--- config.mk ---
export PLATFORM = sky130hd
export DESIGN_NAME = led_panel_top
export DESIGN_NICKNAME = d
export VERILOG_FILES = /design/src/design/led_pkg.sv /design/src/design/button_sampler.sv /design/src/design/driver_controller.sv /design/src/design/framebuffer_emulator.sv /design/src/design/led_panel_top.sv
export SDC_FILE = /design/constraint.sdc
export NUM_CORES = 1
export LEC_CHECK = 0
export BUFFER_PORTS_ARGS = -buffer_cell sky130_fd_sc_hd__buf_2
export CAP_MARGIN = 10
export CORE_ASPECT_RATIO = 1.25
export CORE_MARGIN = 1
export CORE_UTILIZATION = 45
export DETAILED_ROUTE_END_ITERATION = 16
export PLACE_DENSITY = 0.66
export SETUP_SLACK_MARGIN = 0.2
export SYNTH_ARGS = -nofsm -noshare
export SYNTH_HDL_FRONTEND = slang
export SYNTH_HIERARCHICAL = 1
export SYNTH_SLANG_ARGS = --single-unit
--- constraint.sdc ---
create_clock -name clk_33 -period 3.8 [get_ports clk_33]
set_input_delay 0.57 -clock clk_33 [delete_from_list [all_inputs] [get_ports clk_33]]
set_output_delay 0.57 -clock clk_33 [all_outputs]
set_load 0.005 [all_outputs]
--- src/design/led_pkg.sv ---
`default_nettype none

package led_pkg;

    // Panel geometry
    localparam int NUM_LANES     = 30;
    localparam int LEDS_PER_LANE = 4;
    // Colour bits per LED, sent in the order blue (0), green (1), red (2)
    localparam int NUM_COLORS    = 3;

    // Driver chip timing
    // Grayscale word width of the drivers (poker mode)
    localparam int GRAY_BITS       = 9;
    localparam int BLANK_CYCLES    = 72;
    localparam int WORDS_PER_FRAME = NUM_COLORS * LEDS_PER_LANE;

    // Roughly 0.1 s at 33 MHz
    localparam int TICK_CYCLES_DEFAULT = 700 * 4096;

    // One colour bit for every chain
    typedef logic [NUM_LANES-1:0] lane_word_t;

    // Single-cycle requests from the button sampler
    typedef struct packed {
        logic color_step;
        logic demo_toggle;
    } pattern_cmd_t;

    // Pins of the LED panel connector
    typedef struct packed {
        logic       sclk;
        logic       latch;
        logic       blank;
        lane_word_t sdi;
    } panel_bus_t;

endpackage

`default_nettype wire

--- src/design/button_sampler.sv ---
`timescale 1ns/1ps
`default_nettype none

module button_sampler import led_pkg::*; #(
    parameter int TICK_CYCLES = TICK_CYCLES_DEFAULT
) (
    input  logic         clk_33,
    input  logic         nrst,
    input  logic         color_button,
    input  logic         demo_button,
    output pattern_cmd_t cmd
);

    // Two-flop synchronisers, index 1 is the safe output
    logic [1:0] color_sync;
    logic [1:0] demo_sync;

    logic [$clog2(TICK_CYCLES)-1:0] tick_cnt;
    logic                           tick_wrap;

    always_ff @(posedge clk_33 or negedge nrst) begin
        if (!nrst) begin
            color_sync <= '0;
            demo_sync  <= '0;
        end else begin
            color_sync <= {color_sync[0], color_button};
            demo_sync  <= {demo_sync[0], demo_button};
        end
    end

    assign tick_wrap = (tick_cnt == $bits(tick_cnt)'(TICK_CYCLES - 1));

    // Free running slow tick
    always_ff @(posedge clk_33 or negedge nrst) begin
        if (!nrst) begin
            tick_cnt <= '0;
        end else if (tick_wrap) begin
            tick_cnt <= '0;
        end else begin
            tick_cnt <= tick_cnt + 1'b1;
        end
    end

    // A held button is only acted on once per tick
    always_comb begin
        cmd.color_step  = tick_wrap && color_sync[1];
        cmd.demo_toggle = tick_wrap && demo_sync[1];
    end

    // Requests stay single-cycle pulses whatever the button does
    a_cmd_pulse: assert property (
        @(posedge clk_33) disable iff (!nrst)
        (cmd.color_step || cmd.demo_toggle) |=> !(cmd.color_step || cmd.demo_toggle)
    );

endmodule

`default_nettype wire

--- src/design/driver_controller.sv ---
`timescale 1ns/1ps
`default_nettype none

module driver_controller import led_pkg::*; (
    input  logic       clk_33,
    input  logic       nrst,
    input  lane_word_t data,
    output logic       driver_ready,
    output panel_bus_t panel
);

    typedef enum logic [1:0] {
        ST_LOAD,
        ST_SHIFT,
        ST_LATCH,
        ST_BLANK
    } state_t;

    state_t state;

    // Grayscale bit within the current word
    logic [$clog2(GRAY_BITS)-1:0]       bit_cnt;
    // High on the second cycle of each serial bit
    logic                               sclk_hi;
    logic [$clog2(WORDS_PER_FRAME)-1:0] word_cnt;
    logic [$clog2(BLANK_CYCLES)-1:0]    blank_cnt;

    // Colour bits being serialised
    lane_word_t word_q;

    logic last_bit;
    logic last_word;
    logic last_blank;

    assign last_bit   = (bit_cnt == $bits(bit_cnt)'(GRAY_BITS - 1));
    assign last_word  = (word_cnt == $bits(word_cnt)'(WORDS_PER_FRAME - 1));
    assign last_blank = (blank_cnt == $bits(blank_cnt)'(BLANK_CYCLES - 1));

    // Reset parks in the last blanking cycle so the first LOAD
    // follows straight after release
    always_ff @(posedge clk_33 or negedge nrst) begin
        if (!nrst) begin
            state     <= ST_BLANK;
            bit_cnt   <= '0;
            sclk_hi   <= 1'b0;
            word_cnt  <= '0;
            blank_cnt <= $bits(blank_cnt)'(BLANK_CYCLES - 1);
        end else begin
            case (state)
                ST_LOAD: begin
                    state   <= ST_SHIFT;
                    bit_cnt <= '0;
                    sclk_hi <= 1'b0;
                end
                ST_SHIFT: begin
                    sclk_hi <= !sclk_hi;
                    if (sclk_hi) begin
                        if (last_bit) begin
                            bit_cnt <= '0;
                            if (last_word) begin
                                word_cnt <= '0;
                                state    <= ST_LATCH;
                            end else begin
                                word_cnt <= word_cnt + 1'b1;
                                state    <= ST_LOAD;
                            end
                        end else begin
                            bit_cnt <= bit_cnt + 1'b1;
                        end
                    end
                end
                ST_LATCH: begin
                    blank_cnt <= '0;
                    state     <= ST_BLANK;
                end
                ST_BLANK: begin
                    if (last_blank) begin
                        state <= ST_LOAD;
                    end else begin
                        blank_cnt <= blank_cnt + 1'b1;
                    end
                end
                default: begin
                    state <= ST_BLANK;
                end
            endcase
        end
    end

    // Word capture on the edge where the emulator moves on
    always_ff @(posedge clk_33) begin
        if (state == ST_LOAD) begin
            word_q <= data;
        end
    end

    assign driver_ready = (state == ST_LOAD);

    // Each lane bit repeats for the whole grayscale word
    always_comb begin
        panel.sclk  = (state == ST_SHIFT) && sclk_hi;
        panel.latch = (state == ST_LATCH);
        panel.blank = (state == ST_BLANK);
        panel.sdi   = (state == ST_SHIFT) ? word_q : '0;
    end

    a_latch_single: assert property (
        @(posedge clk_33) disable iff (!nrst)
        panel.latch |=> !panel.latch && panel.blank
    );

    a_no_sclk_in_blank: assert property (
        @(posedge clk_33) disable iff (!nrst)
        !(panel.sclk && panel.blank)
    );

    // The word taken on a request is the one that the lanes carry next
    a_ready_in_load: assert property (
        @(posedge clk_33) disable iff (!nrst)
        driver_ready |=> !driver_ready && !panel.sclk && (panel.sdi == $past(data))
    );

endmodule

`default_nettype wire

--- src/design/framebuffer_emulator.sv ---
`timescale 1ns/1ps
`default_nettype none

module framebuffer_emulator import led_pkg::*; (
    input  logic         clk_33,
    input  logic         nrst,
    input  pattern_cmd_t cmd,
    input  logic         driver_ready,
    output lane_word_t   data
);

    // Displayed colour, 0 blue, 1 green, 2 red
    logic [1:0] color_sel;
    // 0 for a solid colour, 1 for the RGB stripe
    logic       demo_mode;
    // Colour bit being requested by the controller
    logic [1:0] bit_idx;
    // LED position along the chain, modulo 3
    logic [1:0] led_phase;

    logic [2:0] phase_sum;
    logic [1:0] stripe_idx;
    logic       lit;

    // Pattern selection from the buttons
    always_ff @(posedge clk_33 or negedge nrst) begin
        if (!nrst) begin
            color_sel <= '0;
            demo_mode <= 1'b0;
        end else begin
            if (cmd.color_step) begin
                if (color_sel == 2'(NUM_COLORS - 1)) begin
                    color_sel <= '0;
                end else begin
                    color_sel <= color_sel + 1'b1;
                end
            end
            if (cmd.demo_toggle) begin
                demo_mode <= !demo_mode;
            end
        end
    end

    // Step to the next word as the controller takes the current one
    always_ff @(posedge clk_33 or negedge nrst) begin
        if (!nrst) begin
            bit_idx   <= '0;
            led_phase <= '0;
        end else if (driver_ready) begin
            if (bit_idx == 2'(NUM_COLORS - 1)) begin
                bit_idx <= '0;
                // Keeps running across frames on purpose
                if (led_phase == 2'(NUM_COLORS - 1)) begin
                    led_phase <= '0;
                end else begin
                    led_phase <= led_phase + 1'b1;
                end
            end else begin
                bit_idx <= bit_idx + 1'b1;
            end
        end
    end

    // (led_phase + color_sel) mod 3 without a divider
    always_comb begin
        phase_sum = {1'b0, led_phase} + {1'b0, color_sel};
        if (phase_sum >= 3'(NUM_COLORS)) begin
            stripe_idx = 2'(phase_sum - 3'(NUM_COLORS));
        end else begin
            stripe_idx = phase_sum[1:0];
        end
    end

    always_comb begin
        if (demo_mode) begin
            lit = (bit_idx == stripe_idx);
        end else begin
            lit = (bit_idx == color_sel);
        end
        data = lit ? '1 : '0;
    end

    a_bit_idx_range: assert property (
        @(posedge clk_33) disable iff (!nrst) bit_idx != 2'd3
    );
    a_led_phase_range: assert property (
        @(posedge clk_33) disable iff (!nrst) led_phase != 2'd3
    );
    a_color_sel_range: assert property (
        @(posedge clk_33) disable iff (!nrst) color_sel != 2'd3
    );

endmodule

`default_nettype wire

--- src/design/led_panel_top.sv ---
`timescale 1ns/1ps
`default_nettype none

module led_panel_top import led_pkg::*; #(
    parameter int TICK_CYCLES = TICK_CYCLES_DEFAULT
) (
    input  logic       clk_33,
    input  logic       nrst,
    input  logic       color_button,
    input  logic       demo_button,
    output panel_bus_t panel
);

    pattern_cmd_t cmd;
    lane_word_t   data;
    logic         driver_ready;

    // Buttons to pattern requests
    button_sampler #(
        .TICK_CYCLES (TICK_CYCLES)
    ) sampler0 (
        .clk_33       (clk_33),
        .nrst         (nrst),
        .color_button (color_button),
        .demo_button  (demo_button),
        .cmd          (cmd)
    );

    // Test pattern source standing in for frame memory
    framebuffer_emulator emulator0 (
        .clk_33       (clk_33),
        .nrst         (nrst),
        .cmd          (cmd),
        .driver_ready (driver_ready),
        .data         (data)
    );

    driver_controller controller0 (
        .clk_33       (clk_33),
        .nrst         (nrst),
        .data         (data),
        .driver_ready (driver_ready),
        .panel        (panel)
    );

endmodule

`default_nettype wire

==> results.tsv, run 1 <==
metric	value	unit
Req. time, crit path	3.23	ns
clock slew at reported path FFs	0.08	ns
Vias	2376	
most frequent cells in the layout	45 x dfrtp_1, 36 x buf_2, 35 x and2_1, 30 x edfxtp_1	
switching power total	300.8	uW
FFs w/ async S/R, synth	62.96	%
Sequential Power Share	57.3	%
Post-CTS Setup Bufs	0	
post-synth cell types	57	
# port buffers	36	
1st-iter DRT viols	124	
TritonCTS Buffers	9	
Placeable Area	8379	um2
Int Power	1.275	mW
cell taking the most area after synthesis	dfrtp_1	
max incr delay on CP	0.72	ns
syn nets	361	
WL per Instance	11.91	um
Final setup viols	0	
total negative slack	0	ns
fin cells	485	
# diodes	0	
Post-Route WL	5.775	mm
Sink Count	81	
Remaining Overflow, GRT	0	
top-area cell type share of the netlist area	28.48	%
Setup WS post-layout	1.203	ns
Synth warnings	6	
Cell Rows	37	
post-CTS resize count	0	
gr usage total	13.77	%
layout cells sized above 1	19.57	%
Hold Path Class	primary input to asynchronous set/reset pin	
maximum clock rate	0.3851	GHz
Final Cell Area	4272	um2
register area share after synthesis	55.25	%
drt drc	0	
H-tree depth	3	
Vias/cell	4.899	
Slew HR	50.28	%
Mapped Area	3954	um2
Pleak	1.917	nW
crit path DAT	2.03	ns
Slew @ Worst Pin	0.7457	ns
Clock Power Share	41.9	%
Yosys reg bits	81	
critical path class	register to primary output	
Startpoint Class	register	
clock skew	0.008824	ns
overall power	1.576	mW
largest net degree at the start of global routing	36	
reg2reg path depth	10	
CTS tree	yes	
initial antenna violation count	0	
Worst setup EP type	primary output	
Die Span X	85.84	um
HPWL Detailed	3.819	mm
switching share of total power	19.09	%
Synth area leaders	dfrtp_1 28%, edfxtp_1 23%, buf_4 5.9%	
Final Hold Viols	0	
Tmin final	2.597	ns
die height	106.8	um
Post-synth top flop	dfrtp_1	
clk root buf	clkbuf_8	
placed inst area	4061	um2
Util after Layout	50.98	%
number of flops mapped to enable cells by yosys	30	
DP Cell Count	469	
nets@finish	375	
R2R Setup Slk	1.25	ns
P&R area growth vs syn	8.038	%
worst vdd rail ir drop	0.2097	mV
first-pass GRT wire length	9.756	mm
outcome	completed	
Slew Viols, Final	0	
Comb pwr share	0.8	%
DRT Pass-1 Iters	4	
most common cell after layout, fill and taps aside	dfrtp_1	
dpl ws	1.269	ns
MaxCap Viol Count	0	
Clock Path Buffers	2	
GPL Wtd Cong	0.7402	
Mapped Cells	349	
fin crit share	68.34	%
critical-path cell list	and2b_1 -> and2_1 -> buf_2	
Ports	37	
PwrDens	368.9	nW/um2
DRT antenna net count	0	
synthesized area per cell	11.33	um2
Slowest-stage cell, CP	dfstp_2	
die area	9168	um2
hold buffer count at cts	0	
worst skew pair latency	0.35	ns
Starting Density	47.19	%
RSZ-0062 raised after global routing	false	
Max FO, Critical Path	32	
number of global-route vias before repair	2173	
hold slack	0.2853	ns
sequential cells by signal (all words and copies together), names as in the netlist, named ones only:
signal and flops:
controller0/word_cnt 4, controller0/word_q 30, sampler0/demo_sync 2, controller0/bit_cnt 4, controller0/sclk_hi 1, controller0/state 1, emulator0/led_phase 2, controller0/blank_cnt 7
emulator0/demo_mode 1, emulator0/bit_idx 2, sampler0/tick_cnt 22, sampler0/color_sync 2, emulator0/color_sel 2
worst max-delay path: cells and delay by family (launching register included):
family | cells | cell delay, ns
buffers and inverters | 1 | 0.11
DFF | 1 | 0.72
and+or+nand+nor | 2 | 0.85
metal layers:
layer	up-vias	GRT usage (%)	wire length [um]
met1	1117	17.36	2878
met5	-	0	0
met3	10	3.695	202
met4	0	7.619	114
li1	1207	-	-
met2	42	21.49	2579
cell type report:
class	instances	area, um2
Fill cell	740	4108
Inverter	19	71.32
Clock buffer	11	131.4
Clock inverter	5	78.83
Sequential cell	81	2185
Tap cell	117	146.4
Timing Repair Buffer	40	210.2
Multi-Input combinational cell	212	1449
worst paths after layout:
kind                                               startpoint                              endpoint
max                          controller0/state[0]$_DFFE_PN1P_                              panel[3]
min                                                      nrst       sampler0/tick_cnt[12]$_DFF_PN0_
max reg2reg                emulator0/color_sel[0]$_DFFE_PN0P_       controller0/word_q[5]$_DFFE_PP_
min reg2reg                  sampler0/color_sync[0]$_DFF_PN0_      sampler0/color_sync[1]$_DFF_PN0_
max in group asynchronous                                nrst  controller0/blank_cnt[2]$_DFFE_PN1P_
min in group clk_33                              color_button      sampler0/color_sync[0]$_DFF_PN0_
synth_stat cells, drive strengths merged (8+ instances only):
cell / count
nor3: 8
inv: 19
nand3: 16
nand4: 9
and2: 35
buf: 33
xnor2: 12
o21ai: 10
nand2: 20
dfrtp: 45
nor2: 20
edfxtp: 30
power by group through the flow:
stage	Sequential (mW)	Clock (mW)	Combinational (mW)
6_report	0.903	0.660	0.0123
5_1_grt	0.903	0.714	0.0155
4_1_cts	0.903	0.690	0.0138
3_5_place_dp	0.921	0	0.0137
3_3_place_gp	0.921	0	0.0134
2_1_floorplan	0.921	0	0.0000161
logic make-up after synthesis:
family	share of synthesized area, %
simple gates	21.71
flops	55.25
buf+inv	8.291
compound gates	5.602
xor+xnor	3.766
mux	2.658
fa+ha+maj	2.721
No activity file was read; power rests on OpenSTA's default activity.
==> run 2, diff against run 1 <==
--- a/config.mk
+++ b/config.mk
@@ -11,7 +11,6 @@
 export CORE_MARGIN = 1
 export CORE_UTILIZATION = 45
 export DETAILED_ROUTE_END_ITERATION = 16
-export PLACE_DENSITY = 0.66
 export SETUP_SLACK_MARGIN = 0.2
 export SYNTH_ARGS = -nofsm -noshare
 export SYNTH_HDL_FRONTEND = slang
==> constraint.sdc (replaced) <==
create_clock -name clk_33 -period 2.4 [get_ports clk_33]
set_input_delay 0.36 -clock clk_33 [delete_from_list [all_inputs] [get_ports clk_33]]
set_output_delay 0.36 -clock clk_33 [all_outputs]
set_load 0.005 [all_outputs]
==> run 2 against run 1 <==
- the flow now finishes with violations (setup timing)
- worst setup slack worse by 1.3 ns
- count of clock-buffer cells in the layout down 2
- critical endpoint is now controller0/word_q[6]$_DFFE_PP_
- largest cell class unchanged
- critical path depth up 8
- cell count up 4.7%
- die area unchanged
==> results.tsv, run 2 (same netlist as run 1, synthesis figures left out) <==
metric	value	unit
reg2reg path depth	11	
Util after Layout	53.86	%
Worst Hold Path EP	sampler0/demo_sync[0]$_DFF_PN0_	
WHS Path Cells	1	
max FFs per register	30	
Post-Route WL	6.344	mm
failing checks	setup timing	
switching share of total power	21.13	%
Req. time, crit path	2.61	ns
Slew @ Worst Pin	0.5342	ns
multi-input combinational cell area	1554	um2
GPL Wtd Cong	0.7758	
Max FO, Critical Path	15	
Cell Rows	37	
Sequential Power Share	62.8	%
Clock Power Share	36.2	%
DP Cell Count	482	
Worst setup startpoint	emulator0/color_sel[0]$_DFFE_PN0P_	
Slew Viols, Final	0	
Most flops, register	controller0/word_q	
Startpoint Class	register	
MaxCap Viol Count	0	
fin cells	508	
number of global-route vias before repair	2423	
filler instances	748	
Slowest-stage cell, CP	fa_1	
R2R Setup Slk	-0.07	ns
critical-path cell list	ha_1 -> inv_1 -> fa_1 -> inv_2 -> ha_4 -> nor3b_4 -> o221ai_4 -> xnor2_2 -> buf_4 -> nor3_4 -> buf_12	
HPWL Detailed	4.131	mm
Vias	2499	
worst flop-to-flop path startpoint	emulator0/color_sel[0]$_DFFE_PN0P_	
drt drc	0	
Ports	37	
hold_sp	demo_button	
DRT antenna net count	0	
WL per Instance	12.49	um
Pleak	2.035	nW
Placeable Area	8379	um2
Int Power	1.797	mW
worst vdd rail ir drop	0.3489	mV
DRT Pass-1 Iters	4	
most frequent cells in the layout	45 x dfrtp_1, 37 x buf_2, 35 x and2_1, 30 x edfxtp_1, 21 x buf_4	
most common cell after layout, fill and taps aside	dfrtp_1	
Sink Count	81	
Die Span X	85.84	um
Register Area	2185	um2
gr usage total	15.73	%
TritonCTS Buffers	9	
fin crit share	102.8	%
Clock Path Buffers	2	
Top Registers	controller0/word_q (30), sampler0/tick_cnt (22), controller0/blank_cnt (7)	
maximum clock rate	0.4054	GHz
RSZ-0062 raised after global routing	true	
Worst setup EP type	register	
layout cells sized above 1	26.34	%
die height	106.8	um
Final setup viols	30	
1st-iter DRT viols	133	
Slew HR	64.39	%
H-tree depth	3	
Comb pwr share	1.0	%
die area	9168	um2
Starting Density	47.19	%
# diodes	0	
crit path DAT	2.67	ns
Setup WS post-layout	-0.06668	ns
first-pass GRT wire length	11.11	mm
# port buffers	36	
switching power total	481.2	uW
outcome	finished, violations left	
initial antenna violation count	0	
Worst R2R End	controller0/word_q[6]$_DFFE_PP_	
PwrDens	504.7	nW/um2
P&R area growth vs syn	14.15	%
critical path class	register to register	
max incr delay on CP	0.51	ns
worst skew pair latency	0.35	ns
CTS tree	yes	
Vias/cell	4.919	
clock skew	0.006122	ns
clk root buf	clkbuf_8	
Hold Path Class	primary input to register	
nets@finish	398	
largest net degree at the start of global routing	33	
Tmin final	2.467	ns
clock slew at reported path FFs	0.08	ns
Final Hold Viols	0	
Remaining Overflow, GRT	0	
==> run 2: worst max-delay path, delay by kind of cell (launching register included) <==
kind / cells / cell delay, ns
adders and majority gates: 3 / 0.82
and+or+nand+nor: 2 / 0.44
buffers and inverters: 4 / 0.39
AOI/OAI and AO/OA: 1 / 0.15
xor gates and xnor gates: 1 / 0.17
DFF: 1 / 0.35
==> run 2: per-layer routing <==
metal  track usage [%]  up-vias  part of all wire (%)  wire, um
li1                  -     1272                     -         -
met3             2.540       11                   1.9       120
met1             19.70     1188                    47      2960
met2             25.83       28                    50      3142
met4             8.929        0                   1.9       120
met5                 0        -                     0         0
==> run 2: timing repair <==
item                                   in CTS  in global routing
setup endpoints to repair                  30                 32
setup buffers                               7                  0
gates resized for setup                    14                  2
pin swaps                                   4                  0
endpoints found under the hold margin      16                  0
hold buffers                                1                  0
gates cloned                                2                  0
==> run 2: area by class of cell <==
class | instances | area share [%]
inverters | 19 | 1.580
flip-flops and latches | 81 | 48.41
clock inverters | 7 | 0.8317
clock buffers | 9 | 2.745
multi-input cells | 213 | 34.43
repair buffers | 62 | 8.761
well taps | 117 | 3.244
==> run 2: worst max-delay path by stage <==
stage                                        to
2_1_floorplan   controller0/word_q[0]$_DFFE_PP_
3_3_place_gp   controller0/word_q[25]$_DFFE_PP_
3_5_place_dp   controller0/word_q[24]$_DFFE_PP_
4_1_cts        controller0/word_q[26]$_DFFE_PP_
5_1_grt         controller0/word_q[0]$_DFFE_PP_
6_report        controller0/word_q[6]$_DFFE_PP_
==> run 2: power by group through the flow <==
stage / Clock (mW) / Sequential (mW) / Combinational (mW)
6_report: 0.825 / 1.43 / 0.0224
5_1_grt: 0.923 / 1.43 / 0.0267
4_1_cts: 0.874 / 1.43 / 0.0243
3_5_place_dp: 0 / 1.46 / 0.0230
3_3_place_gp: 0 / 1.46 / 0.0227
2_1_floorplan: 0 / 1.46 / 0.0000251
==> run 2: per-stage QoR <==
stage / TNS, ns / hold slack [ns] / area, um2 / worst slack, ns / total power [mW]
finish: -1.317 / 0.1185 / 4513 / -0.06668 / 2.278
global placement: -12.59 / 0.3401 / 4173 / -0.4201 / 1.481
CTS: -1.214 / 0.09642 / 4504 / -0.06144 / 2.328
global route: -5.580 / 0.09514 / 4513 / -0.2064 / 2.380
floorplan: -10.95 / 0.06441 / 3975 / -0.3650 / 1.458
detailed placement: -16.54 / 0.3386 / 4173 / -0.5517 / 1.481
==> run 3, diff against run 2 <==
--- a/config.mk
+++ b/config.mk
@@ -12,6 +12,7 @@
 export CORE_UTILIZATION = 45
 export DETAILED_ROUTE_END_ITERATION = 16
 export SETUP_SLACK_MARGIN = 0.2
+export SKIP_CTS_REPAIR_TIMING = 1
 export SYNTH_ARGS = -nofsm -noshare
 export SYNTH_HDL_FRONTEND = slang
 export SYNTH_HIERARCHICAL = 1
==> run 3 against run 2 <==
- the flow finishes with violations (hold timing, setup timing)
- count of clock-buffer cells in the layout stayed put
- maximum frequency is 1.5% lower
- cell count decreased by 0.59%
- sequential cell count unchanged
- worst setup slack worse by 0.039 ns
- wire length grew 0.49%
- sequential power barely moved
- clock skew decreased by 0.0012 ns
- sequential share of layout area up 0.42 points
- core utilization is 0.46 points lower
==> results.tsv, run 3 (same netlist as run 1, synthesis figures left out) <==
metric	value	unit
hold slack	-0.01394	ns
Hold Path Class	primary input to asynchronous set/reset pin	
maximum clock rate	0.3991	GHz
Sink Count	81	
H-tree depth	3	
die height	106.8	um
GPL Wtd Cong	0.7758	
TritonCTS Buffers	9	
HPWL Detailed	4.131	mm
Remaining Overflow, GRT	0	
initial antenna violation count	0	
layout cells sized above 1	26.29	%
fin cells	505	
nets@finish	395	
PwrDens	509.8	nW/um2
gr usage total	14.91	%
failing checks	hold timing, setup timing	
reg2reg path depth	11	
clock skew	0.004898	ns
fin crit share	104.4	%
CTS tree	yes	
filler instances	754	
most frequent cells in the layout	45 x dfrtp_1, 36 x buf_2, 35 x and2_1, 30 x edfxtp_1, 20 x buf_4	
DRT antenna net count	0	
crit path DAT	2.72	ns
clock slew at reported path FFs	0.08	ns
largest net degree at the start of global routing	33	
outcome	finished, violations left	
Slew Viols, Final	0	
Max FO, Critical Path	15	
1st-iter DRT viols	97	
die area	9168	um2
Final Hold Viols	18	
# port buffers	36	
WL per Instance	12.62	um
number of global-route vias before repair	2352	
Tmin final	2.505	ns
most common cell after layout, fill and taps aside	dfrtp_1	
Worst setup EP type	register	
worst skew pair latency	0.35	ns
Starting Density	47.19	%
drt drc	0	
Slew HR	64.67	%
Placeable Area	8379	um2
worst vdd rail ir drop	0.3513	mV
Final setup viols	29	
clk root buf	clkbuf_8	
first-pass GRT wire length	10.57	mm
Die Span X	85.84	um
Slew @ Worst Pin	0.5299	ns
Clock Path Buffers	2	
Startpoint Class	register	
DP Cell Count	482	
Top Registers	controller0/word_q (30), sampler0/tick_cnt (22), controller0/blank_cnt (7)	
Cell Rows	37	
RSZ-0062 raised after global routing	true	
DRT Pass-1 Iters	4	
Setup WS post-layout	-0.1054	ns
Most flops, register	controller0/word_q	
Ports	37	
MaxCap Viol Count	0	
Post-Route WL	6.375	mm
Vias	2515	
# diodes	0	
critical path class	register to register	
Req. time, crit path	2.61	ns
max FFs per register	30	
Vias/cell	4.980	
Pleak	2.012	nW
P&R area growth vs syn	13.16	%
[run 3: cell count changes in the layout (fill, tap and decap cells not counted)]
| cell | delta |
|---|---|
| nand2b_1 | +1 |
| dlygate4sd3_1 | -1 |
| buf_2 | -1 |
| ha_1 | -1 |
| inv_1 | -1 |
| o221ai_2 | +1 |
| buf_4 | -1 |
| ha_2 | +1 |
| inv_2 | +1 |
| nand2b_4 | -1 |
| o221ai_4 | -1 |
[run 3: per-stage QoR]
step	utilization [%]	power, mW	setup TNS (ns)	area [um2]	setup slack (ns)
finish	53.40	2.281	-2.276	4474	-0.1054
global route	53.40	2.377	-5.175	4474	-0.1963
CTS	51.72	2.327	-17.30	4334	-0.5803
detailed placement	49.80	1.481	-16.54	4173	-0.5517
global placement	49.80	1.481	-12.59	4173	-0.4201
floorplan	-	1.458	-10.95	3975	-0.3650
[run 3: final timing paths]
kind                                                     from  slack (ns)                               end
setup / recovery           emulator0/color_sel[0]$_DFFE_PN0P_       -0.11   controller0/word_q[6]$_DFFE_PP_
hold / removal                                           nrst       -0.01   sampler0/tick_cnt[16]$_DFF_PN0_
setup reg to reg           emulator0/color_sel[0]$_DFFE_PN0P_       -0.11   controller0/word_q[6]$_DFFE_PP_
hold reg to reg              sampler0/color_sync[0]$_DFF_PN0_        0.35  sampler0/color_sync[1]$_DFF_PN0_
max in group asynchronous                                nrst        1.77  controller0/state[0]$_DFFE_PN1P_
min in group clk_33                               demo_button        0.11   sampler0/demo_sync[0]$_DFF_PN0_
[run 3: layout make-up]
type                    instances  area [um2]  share of cell area, %
flip-flops and latches         81        2185                  48.83
multi-input cells             213        1538                  34.37
repair buffers                 59       372.9                  8.333
well taps                     117       146.4                  3.272
clock buffers                   9       123.9                  2.768
inverters                      19       71.32                  1.594
clock inverters                 7       37.54                 0.8389
[run 3: report_power, final]
part	switching [mW]	internal [mW]
Clock	0.468	0.362
Sequential	0.000788	1.43
Combinational	0.0173	0.00383
Total	0.486	1.80
[run 3: critical path, cell delays in order, from the launching register on]
cell and delay, ns:
dfrtp_1 0.35, ha_2 0.17, inv_2 0.03, fa_1 0.51
inv_2 0.05, ha_4 0.17, nor3b_4 0.22, o221ai_2 0.16
xnor2_2 0.17, buf_4 0.15, nor3_4 0.21, buf_12 0.15
[run 3: per-layer routing]
layer  up-vias  part of all wire, %  track usage (%)
li1       1268                    -                -
met1      1199                   46            18.45
met2        36                   50            24.40
met3        12                  2.1            2.540
met4         0                  2.3            8.929
met5         -                    0                0
